===== config.mk =====
export PLATFORM = sky130hd
export DESIGN_NAME = pc_unit
export DESIGN_NICKNAME = d
export VERILOG_FILES = /design/src/fetch_pkg.sv /design/src/pc_unit.sv
export SDC_FILE = /design/constraint.sdc
export NUM_CORES = 1
export LEC_CHECK = 0
export BUFFER_PORTS_ARGS = -buffer_cell sky130_fd_sc_hd__buf_2
export CAP_MARGIN = 0
export CORE_MARGIN = 8
export CORE_UTILIZATION = 42
export CTS_BUF_LIST = sky130_fd_sc_hd__clkbuf_8
export DETAILED_ROUTE_END_ITERATION = 16
export PLACE_DENSITY = 0.82
export SYNTH_ARGS = -nofsm -noshare
export SYNTH_HDL_FRONTEND = slang
export SYNTH_SLANG_ARGS = --single-unit

===== constraint.sdc =====
create_clock -name clk -period 2 [get_ports clk]
set_input_delay 0.4 -clock clk [delete_from_list [all_inputs] [get_ports clk]]
set_output_delay 0.4 -clock clk [all_outputs]
set_load 0.01 [all_outputs]

===== src/fetch_pkg.sv =====
package fetch_pkg;

	////////////////////////////////////////////////////////////////////////////
	// widths and sizes
	////////////////////////////////////////////////////////////////////////////

	// one machine word, also the pc width
	localparam int data_width = 32;

	// instruction memory word index
	localparam int imem_addr_width = 7;
	localparam int imem_depth = 128;

	// apb byte address bus
	localparam int apb_addr_width = 12;

	////////////////////////////////////////////////////////////////////////////
	// apb address map
	////////////////////////////////////////////////////////////////////////////

	// memory words sit at 0x000 up to 0x1fc
	// run control register right above them
	localparam logic [apb_addr_width-1:0] ctrl_addr = 12'h200;

	////////////////////////////////////////////////////////////////////////////
	// encodings
	////////////////////////////////////////////////////////////////////////////

	// where the next pc comes from, driven by the control unit
	typedef enum logic [1:0] {
		src_next     = 2'b00,
		src_branch   = 2'b01,
		src_jump     = 2'b10,
		src_register = 2'b11
	} pc_src_t;

	// primary opcode field, instruction bits 31:26
	typedef enum logic [5:0] {
		op_rtype = 6'b000000,
		op_j     = 6'b000010,
		op_jal   = 6'b000011,
		op_beq   = 6'b000100,
		op_bne   = 6'b000101,
		op_addi  = 6'b001000,
		op_lw    = 6'b100011,
		op_sw    = 6'b101011,
		op_halt  = 6'b111111
	} opcode_t;

	// all zero word decodes as sll r0,r0,0 so it is a safe bubble
	localparam logic [data_width-1:0] nop_word = '0;

endpackage


===== src/pc_unit.sv =====
`timescale 1ns/1ps

module pc_unit (
	input  logic                             clk,
	input  logic                             reset,
	input  logic                             run,
	input  logic                             stall,
	input  logic                             halt,
	input  fetch_pkg::pc_src_t               pc_src,
	input  logic [fetch_pkg::data_width-1:0] branch_address,
	input  logic [fetch_pkg::data_width-1:0] jump_address,
	input  logic [fetch_pkg::data_width-1:0] register_address,
	output logic [fetch_pkg::data_width-1:0] pc,
	output logic [fetch_pkg::data_width-1:0] pc_plus_one
);
	import fetch_pkg::*;

	// selected target for the next edge
	logic [data_width-1:0] pc_target;
	// pc is allowed to move this cycle
	logic                  pc_advance;

	////////////////////////////////////////////////////////////////////////////
	// incrementer and next pc mux
	////////////////////////////////////////////////////////////////////////////

	// word addressed, so sequential fetch steps by one
	assign pc_plus_one = pc + 1'b1;

	always_comb begin
		unique case (pc_src)
			src_next:     pc_target = pc_plus_one;
			src_branch:   pc_target = branch_address;
			src_jump:     pc_target = jump_address;
			src_register: pc_target = register_address;
			// unknown select keeps the current pc
			default:      pc_target = pc;
		endcase
	end

	// frozen by hazard stall or once the halt word is addressed
	assign pc_advance = run && !stall && !halt;

	////////////////////////////////////////////////////////////////////////////
	// pc register
	////////////////////////////////////////////////////////////////////////////

	always_ff @(posedge clk or posedge reset) begin
		if (reset) begin
			pc <= '0;
		end else if (!run) begin
			// parked at 0 while stopped
			// so every start of run begins at address 0
			pc <= '0;
		end else if (pc_advance) begin
			pc <= pc_target;
		end
	end

	////////////////////////////////////////////////////////////////////////////
	// checks
	////////////////////////////////////////////////////////////////////////////

	// control unit must drive a clean source select while fetching
	pc_src_known: assert property (
		@(posedge clk) disable iff (reset)
		run |-> !$isunknown(pc_src)
	) else $error("pc_src has unknown bits while running");

endmodule


==> results of run 1 <==
## path summary, 6_finish.rpt
check,startpoint,end
max in group asynchronous,reset,pc[12]$_DFFE_PP0P_
worst min register to register,pc[29]$_DFFE_PP0P_,pc[29]$_DFFE_PP0P_
worst max register to register,pc[1]$_DFFE_PP0P_,pc[22]$_DFFE_PP0P_
worst min-delay path,reset,pc[10]$_DFFE_PP0P_
min in group clk,branch_address[30],pc[30]$_DFFE_PP0P_
worst max-delay path,pc[1]$_DFFE_PP0P_,pc_plus_one[30]
## metal layers
layer | global-route usage | vias to the layer above | part of all wire | routed length [um]
met2 | 0.435 | 183 | 0.50 | 6540
li1 | - | 1832 | - | -
met1 | 0.282 | 1894 | 0.40 | 5130
met5 | 0 | - | 0 | 0
met3 | 0.0782 | 23 | 0.085 | 1110
met4 | 0.0698 | 0 | 0.016 | 213
## layout by cell type, fill, tap and decap left out, types with 15 or more instances in the layout
cell      synthesis  layout
o221ai_1         15      15
buf_2             3     166
mux2_2           15      15
buf_4             0      79
a21oi_1          27      27
inv_1            18      18
dfrtp_1          32      24
nand2_1          23      19
o21ai_0          46      43
## report_power, final
group	switching (mW)	internal (mW)	total (mW)
clock	0.247	0.275	0.522
sequential	0.0326	0.688	0.720
combinational	0.368	0.341	0.709
total	0.648	1.30	1.95
## area by class of cell
class,count,area [sq um],share of cell area
clock buffers,6,82.6,0.0164
multi-input cells,282,2350,0.468
repair buffers,256,1580,0.315
clock inverters,2,10.0,0.00199
flip-flops and latches,32,811,0.161
well taps,96,120,0.0239
inverters,18,67.6,0.0134
## repair_timing
item	in CTS	in global routing
gates resized for setup	41	19
endpoints found under the hold margin	0	0
endpoints found under the setup margin	27	34
buffers inserted	11	8
pin swaps	20	17
## stage by stage
| stage | util | hold WS (ns) |
|---|---|---|
| floorplan | - | 0.516 |
| global placement | 0.666 | 0.509 |
| detailed placement | 0.666 | 0.514 |
| CTS | 0.719 | 0.210 |
| global route | 0.740 | 0.248 |
| finish | 0.740 | 0.208 |
## kinds of logic after synthesis
group,after synthesis,synth area share
AO/OA/AOI/OAI,134,0.299
AND/OR/NAND/NOR,86,0.160
buffers and inverters,43,0.0560
flip-flops,32,0.271
multiplexers,31,0.120
XOR/XNOR,30,0.0891
adder cells (fa/ha/maj),1,0.00424
## critical path, cell delays in order, from the launching register on
cell and delay [ns]:
dfrtp_2 0.40, ha_4 0.13, nand4_1 0.15, or4_4 0.52, nor4_4 0.18, xor2_1 0.24
buf_2 0.17
==> impl_metrics.yaml, run 1 <==
run_status:
  outcome: "finished with violations"
  violations: "negative setup slack"
floorplan:
  row_count: 30
  die_area_sq_um: 9960
  coreArea_sq_um: 6790
  pin_count: 167
  die_y_um: 99.8
  start_util: 0.434
  die_x_um: 99.8
route:
  drt_iter0_markers: 156
  drc: 0
  ant_nets: 0
  vias_per_cell: 5.68
  drt_first_pass_iters: 4
  vias: 3932
  finalWirelength_um: 13000
  wl_per_cell_um: 18.8
grt:
  grt_pass1_vias: 4179
  overflow: 0
  grt_pass1_wl_um: 20300
  antenna_found_initial: 0
  grt_use_total: 0.249
  grt_max_degree: 40
critical_path:
  critPathRequiredTime_ns: 1.60
  critPathLaunchType: "flip-flop"
  endpoint_kind: "output pin"
  worstPathMaxFanout: 5
  crit_arrival_ns: 2.09
  crit_type: "flip-flop to output pin"
  worstRegToRegCells: 9
  r2r_setup_slack_ns: -0.08
final_layout:
  antenna_cells: 0
  fillerInstances: 511
  largest_reg_flops: 32
  area_growth_pct: 70.4
  drive_above_1_share: 0.572
  top_regs: "pc: 32 flops"
  final_cells: 692
  fin_area_sq_um: 5030
  nets: 699
  largest-register: "pc"
min_path:
  min_path_type: "primary input to async pin"
yosys:
  syn_area_per_cell_sq_um: 8.26
  synth_common_cells: "o21ai_0 (46), dfrtp_1 (32), a21oi_1 (27), xnor2_1 (24), nand2_1 (23)"
  synth_edf_count: 0
  synth_cells: 357
  yosysMostFrequentCell: "o21ai_0"
  ys_ff_latch: 32
  ys.flop_type: "dfrtp_1"
  yosysTopAreaCell: "dfrtp_1"
  yosysUniqueCellTypes: 47
  syn-cell-area_sq_um: 2950
  yosysWarnings: 0
  yosysTopAreaCellShare: 0.271
  async_reset_ff_frac: 1.00
  synth_area_leaders: "dfrtp_1 (27%), o21ai_0 (7.8%), xnor2_1 (7.1%)"
  ys_seq_area_frac: 0.271
  synth_fp_nets: 461
sta:
  tightest_slew_ns: 0.839
  finalSetupViolCount: 28
  finalHoldViolations: 0
  min_period_over_period: 1.25
  tns_ns: -8.60
  worst_slack_ns: -0.492
  min_period_ns: 2.49
  rsz0062_at_grt: "true"
  clock.fmax_mhz: 401
  slew_headroom: 0.440
  skew_ns: 0.00744
  slew_violations: 0
power:
  ir_worst_vdd_uv: 214
  powerDensity_nw_per_um2: 388
  power_leakage_nw: 2.59
  p_total_mw: 1.95
placement:
  globalplace.congestion: 0.928
  hpwl_um: 9640
  dp.cells: 669
  dpl_cell_area_sq_um: 4530
  port-buffer-count: 166
  dp_slack_ns: -0.180
cts:
  clock_latency_ns: 0.28
  cts_tree: "done"
  clk_pin_slew_ns: 0.07
  htree_num_levels: 2
  cts.sinks: 32
  clock_tree.root_cell: "clkbuf_8"
  cts_buffers: 5
  cts_max_path_buffers: 2
  cts-hold-fix-buffers: 0
flow_run:
  cap_violations: 0
Note: power is estimated with default switching activity, not from simulation.
==> run 2, diff against run 1 <==
--- a/config.mk
+++ b/config.mk
@@ -8,10 +8,10 @@
 export BUFFER_PORTS_ARGS = -buffer_cell sky130_fd_sc_hd__buf_2
 export CAP_MARGIN = 0
 export CORE_MARGIN = 8
-export CORE_UTILIZATION = 42
+export CORE_UTILIZATION = 45
 export CTS_BUF_LIST = sky130_fd_sc_hd__clkbuf_8
 export DETAILED_ROUTE_END_ITERATION = 16
-export PLACE_DENSITY = 0.82
+export PLACE_DENSITY = 0.83
 export SYNTH_ARGS = -nofsm -noshare
 export SYNTH_HDL_FRONTEND = slang
 export SYNTH_SLANG_ARGS = --single-unit
==> constraint.sdc (replaced) <==
create_clock -name clk -period 2.6 [get_ports clk]
set_input_delay 0.52 -clock clk [delete_from_list [all_inputs] [get_ports clk]]
set_output_delay 0.52 -clock clk [all_outputs]
set_load 0.01 [all_outputs]
==> run 2 against run 1 <==
  * The flow still finishes with violations (negative setup slack)
  * Die area fell by 5.6%
  * Via count shrank 3.2%
  * Design area shrank 11%
  * Non-clock buffer count fell by 42
  * Sequential share of layout area increased by 1.9 points
  * Global-route usage is 0.87 points lower
  * Hold slack better by 0.10 ns
  * Count of clock-buffer cells in the layout is 1 higher
  * Sequential cell count is the same
  * Register-to-register slack better by 0.65 ns
  * Core utilization is 3.8 points lower
  * Worst setup slack better by 0.44 ns
  * Critical path type unchanged
==> impl_metrics.yaml, run 2 (synthesis results as in run 1) <==
placement:
  dp.cells: 611
  dp_slack_ns: 0.0877
  globalplace.congestion: 0.959
  hpwl_um: 9180
  port-buffer-count: 166
  dpl_cell_area_sq_um: 4070
route:
  finalWirelength_um: 12400
  vias_per_cell: 6.03
  ant_nets: 0
  wl_per_cell_um: 19.6
  drt_first_pass_iters: 5
  drc: 0
  drt_iter0_markers: 251
  vias: 3808
cts:
  cts.sinks: 32
  cts_buffers: 5
  clk_pin_slew_ns: 0.08
  cts_max_path_buffers: 2
  cts-hold-fix-buffers: 0
  cts_tree: "done"
  htree_num_levels: 2
  clock_tree.root_cell: "clkbuf_8"
  clock_latency_ns: 0.29
sta:
  worst_slack_ns: -0.0565
  min_period_over_period: 1.02
  skew_ns: 0.00941
  clock.fmax_mhz: 376
  tightest_slew_ns: 0.791
  rsz0062_at_grt: "true"
  slew_headroom: 0.473
  min_period_ns: 2.66
  finalHoldViolations: 0
  slew_violations: 0
  finalSetupViolCount: 9
critical_path:
  crit_path_end: "pc_plus_one[30]"
  crit_arrival_ns: 2.14
  crit_type: "flip-flop to output pin"
  rr_startpoint: "pc[1]$_DFFE_PP0P_"
  r2r_end: "pc[31]$_DFFE_PP0P_"
  critPathLaunchType: "flip-flop"
  r2r_setup_slack_ns: 0.57
  worstPathMaxFanout: 7
  crit_start: "pc[14]$_DFFE_PP0P_"
  worstRegToRegCells: 8
  endpoint_kind: "output pin"
  critPathRequiredTime_ns: 2.08
floorplan:
  die_y_um: 97.0
  die_x_um: 97.0
  pin_count: 167
  row_count: 29
  start_util: 0.465
  coreArea_sq_um: 6350
  die_area_sq_um: 9400
final_layout:
  largest_reg_flops: 32
  largest-register: "pc"
  nets: 657
  antenna_cells: 0
  mostFrequentLayoutCells: "buf_2 (166), o21ai_0 (46), buf_4 (45), dfrtp_1 (31), a21oi_1 (27)"
  final_core_util: 0.702
  area_growth_pct: 51.1
  fillerInstances: 480
  drive_above_1_share: 0.495
  layout_commonest_cell: "buf_2"
  final_cells: 631
  multi_input_area_sq_um: 2150
  top_regs: "pc: 32 flops"
  seqCellArea_sq_um: 802
  fin_area_sq_um: 4460
grt:
  antenna_found_initial: 0
  grt_pass1_wl_um: 19200
  grt_use_total: 0.240
  grt_max_degree: 40
  overflow: 0
  grt_pass1_vias: 3960
power:
  power_leakage_nw: 2.22
  ir_worst_vdd_uv: 220
  powerDensity_nw_per_um2: 358
flow_run:
  cap_violations: 0
min_path:
  min_path_type: "primary input to async pin"
run_status:
  violations: "negative setup slack"
  outcome: "finished with violations"
run 2: changes by cell type in the layout (fill, tap and decap cells not counted), moves of 5 or more:
cell and change:
buf_4 -34, dfrtp_1 +7, dfrtp_2 -7, xnor2_1 +7
xnor2_2 -7, buf_6 -5, nand3_1 +5
run 2: repair_timing:
item / CTS / global route
buffers inserted: 4 / 8
setup endpoints to repair: 14 / 20
resized for setup: 12 / 23
pin swaps: 7 / 8
hold endpoints to repair: 0 / 0
run 2: layout make-up:
type | count | area share
flip-flops and latches | 32 | 0.180
clock inverters | 1 | 0.00674
repair buffers | 214 | 0.272
inverters | 18 | 0.0152
multi-input cells | 282 | 0.483
clock buffers | 7 | 0.0216
well taps | 77 | 0.0216
run 2: how the worst min path moves through the flow:
stage,startpoint,endpoint,slack [ns],cells after the start
6_report,reset,pc[15]$_DFFE_PP0P_,0.31,3
5_1_grt,reset,pc[15]$_DFFE_PP0P_,0.37,3
4_1_cts,reset,pc[15]$_DFFE_PP0P_,0.33,3
3_5_place_dp,pc[15]$_DFFE_PP0P_,pc[15]$_DFFE_PP0P_,0.51,1
3_3_place_gp,pc[15]$_DFFE_PP0P_,pc[15]$_DFFE_PP0P_,0.50,1
2_1_floorplan,pc[15]$_DFFE_PP0P_,pc[15]$_DFFE_PP0P_,0.54,1
run 2: critical path, cell delays in order, from the launching register on:
cell and delay (ns):
dfrtp_1 0.43, nand4_4 0.18, or4_4 0.64, nor4_4 0.20
xor2_1 0.23, buf_2 0.17
run 2: per-stage QoR:
stage	hold slack, ns	setup TNS [ns]	total power [mW]
2_1_floorplan	0.540	0	0.807
3_3_place_gp	0.500	0	1.02
3_5_place_dp	0.513	0	1.04
4_1_cts	0.329	-0.0820	1.58
5_1_grt	0.366	-1.41	1.66
6_report	0.311	-0.270	1.59
run 2: per-layer routing:
metal | vias to the layer above | global-route usage | part of all wire
met5 | - | 0 | 0
met2 | 234 | 0.423 | 0.50
li1 | 1744 | - | -
met1 | 1794 | 0.269 | 0.38
met3 | 36 | 0.0661 | 0.096
met4 | 0 | 0.0840 | 0.027
run 2: power breakdown:
part	internal, mW	switching (mW)	leakage, nW
Clock	0.338	0.205	0.0645
Combinational	0.231	0.261	1.72
Sequential	0.528	0.0322	0.433
Total	1.10	0.498	2.22
==> run 3, diff against run 2 <==
--- a/config.mk
+++ b/config.mk
@@ -11,7 +11,7 @@
 export CORE_UTILIZATION = 45
 export CTS_BUF_LIST = sky130_fd_sc_hd__clkbuf_8
 export DETAILED_ROUTE_END_ITERATION = 16
-export PLACE_DENSITY = 0.83
+export PLACE_DENSITY = 0.8
 export SYNTH_ARGS = -nofsm -noshare
 export SYNTH_HDL_FRONTEND = slang
 export SYNTH_SLANG_ARGS = --single-unit
==> run 3 against run 2 <==
  * The flow still finishes with violations (negative setup slack)
  * Sequential cell count did not move
  * Largest cell class unchanged
  * Register-to-register slack got worse by 0.23 ns
  * Fmax fell by 0.48%
  * Critical path type unchanged
==> impl_metrics.yaml, run 3 (synthesis results as in run 1) <==
critical_path:
  critPathLaunchType: "flip-flop"
  crit_arrival_ns: 2.15
  crit_type: "flip-flop to output pin"
  worstPathMaxFanout: 5
  critPathRequiredTime_ns: 2.08
  endpoint_kind: "output pin"
cts:
  clock_latency_ns: 0.28
  htree_num_levels: 2
  clock_tree.root_cell: "clkbuf_8"
  cts-hold-fix-buffers: 0
  cts_tree: "done"
  cts_buffers: 5
  cts.sinks: 32
  cts_max_path_buffers: 2
  clk_pin_slew_ns: 0.07
floorplan:
  coreArea_sq_um: 6350
  die_y_um: 97.0
  row_count: 29
  die_x_um: 97.0
  start_util: 0.465
  die_area_sq_um: 9400
  pin_count: 167
final_layout:
  drive_above_1_share: 0.488
  largest-register: "pc"
  final_cells: 622
  area_growth_pct: 48.8
  final_core_util: 0.691
  fillerInstances: 528
  mostFrequentLayoutCells: "buf_2 (166), o21ai_0 (46), buf_4 (37), dfrtp_1 (28), a21oi_1 (27)"
  antenna_cells: 0
  nets: 649
  fin_area_sq_um: 4390
  top_regs: "pc: 32 flops"
  largest_reg_flops: 32
  layout_commonest_cell: "buf_2"
run_status:
  outcome: "finished with violations"
  violations: "negative setup slack"
grt:
  grt_use_total: 0.237
  overflow: 0
  antenna_found_initial: 0
  grt_max_degree: 40
  grt_pass1_vias: 3916
  grt_pass1_wl_um: 19000
sta:
  timing.hold.ws_ns: 0.332
  tns_ns: -0.129
  finalHoldViolations: 0
  slew_violations: 0
  skew_ns: 0.00644
  tightest_slew_ns: 0.802
  finalSetupViolCount: 4
  clock.fmax_mhz: 375
  worst_slack_ns: -0.0693
  slew_headroom: 0.466
  min_period_over_period: 1.03
  rsz0062_at_grt: "true"
  min_period_ns: 2.67
route:
  top_layer: "met4"
  wl_per_cell_um: 19.1
  drt_first_pass_iters: 4
  drt_iter0_markers: 196
  wl_met3_um: 969
  wl_met1_um: 4780
  vias_per_cell: 5.94
  drc: 0
  vias: 3697
  finalWirelength_um: 11900
  wl_met2_um: 5860
  ant_nets: 0
power:
  powerDensity_nw_per_um2: 333
  p_total_mw: 1.46
  power_frac_seq: 0.387
  switching_share: 0.322
  pwr-share-clk: 0.287
  combPwrFrac: 0.327
  power_leakage_nw: 2.19
  p_switching_mw: 0.470
  ir_worst_vdd_uv: 231
  internal_power_mw: 0.992
placement:
  dp_slack_ns: 0.147
  hpwl_um: 9330
  dpl_cell_area_sq_um: 4050
  dp.cells: 609
  port-buffer-count: 166
  globalplace.congestion: 0.904
min_path:
  min_path_type: "primary input to async pin"
flow_run:
  cap_violations: 0
## run 3: cell count changes in the layout (fill, tap and decap cells not counted), sizes merged
cell	change
bufinv	-1
buf	-8
## run 3: metal layers
layer | vias up | track usage
li1 | 1727 | -
met1 | 1746 | 0.269
met5 | - | 0
met4 | 0 | 0.0639
met2 | 194 | 0.417
met3 | 30 | 0.0711
## run 3: area by class of cell
cell class / instances / area [sq um] / area share
flip-flops and latches: 32 / 806 / 0.184
inverters: 18 / 67.6 / 0.0154
well taps: 77 / 96.3 / 0.0219
repair buffers: 206 / 1160 / 0.264
multi-input cells: 282 / 2160 / 0.493
clock buffers: 7 / 96.3 / 0.0219
## run 3: worst paths after layout
kind / start / to / slack, ns / cells after the start
max: pc[0]$_DFFE_PP0P_ / pc_plus_one[30] / -0.07 / 6
min: reset / pc[25]$_DFFE_PP0P_ / 0.33 / 3
max reg2reg: pc[0]$_DFFE_PP0P_ / pc[30]$_DFFE_PP0P_ / 0.34 / 8
min reg2reg: pc[15]$_DFFE_PP0P_ / pc[15]$_DFFE_PP0P_ / 0.55 / 1
max in group asynchronous: reset / pc[19]$_DFFE_PP0P_ / 1.93 / 3
min in group clk: branch_address[30] / pc[30]$_DFFE_PP0P_ / 0.48 / 2
## run 3: timing repair
action | in CTS | in global routing
gates resized for setup | 10 | 27
buffers inserted | 2 | 4
endpoints found under the setup margin | 12 | 19
pin swaps | 6 | 11
## run 3: worst max-delay path: stages, from the launching register on
cell and delay, ns:
dfrtp_1 0.35, ha_1 0.17, nand4_1 0.13, or4_4 0.60
nor4_4 0.18, xor2_1 0.26, buf_2 0.18
## run 3: power by group through the flow
stage | logic (mW) | clock network (mW) | registers [mW]
final | 0.477 | 0.419 | 0.565
after global routing | 0.519 | 0.453 | 0.569
after CTS | 0.474 | 0.422 | 0.563
after detailed placement | 0.467 | 0 | 0.571
after global placement | 0.455 | 0 | 0.568
after floorplan | 0.221 | 0 | 0.586
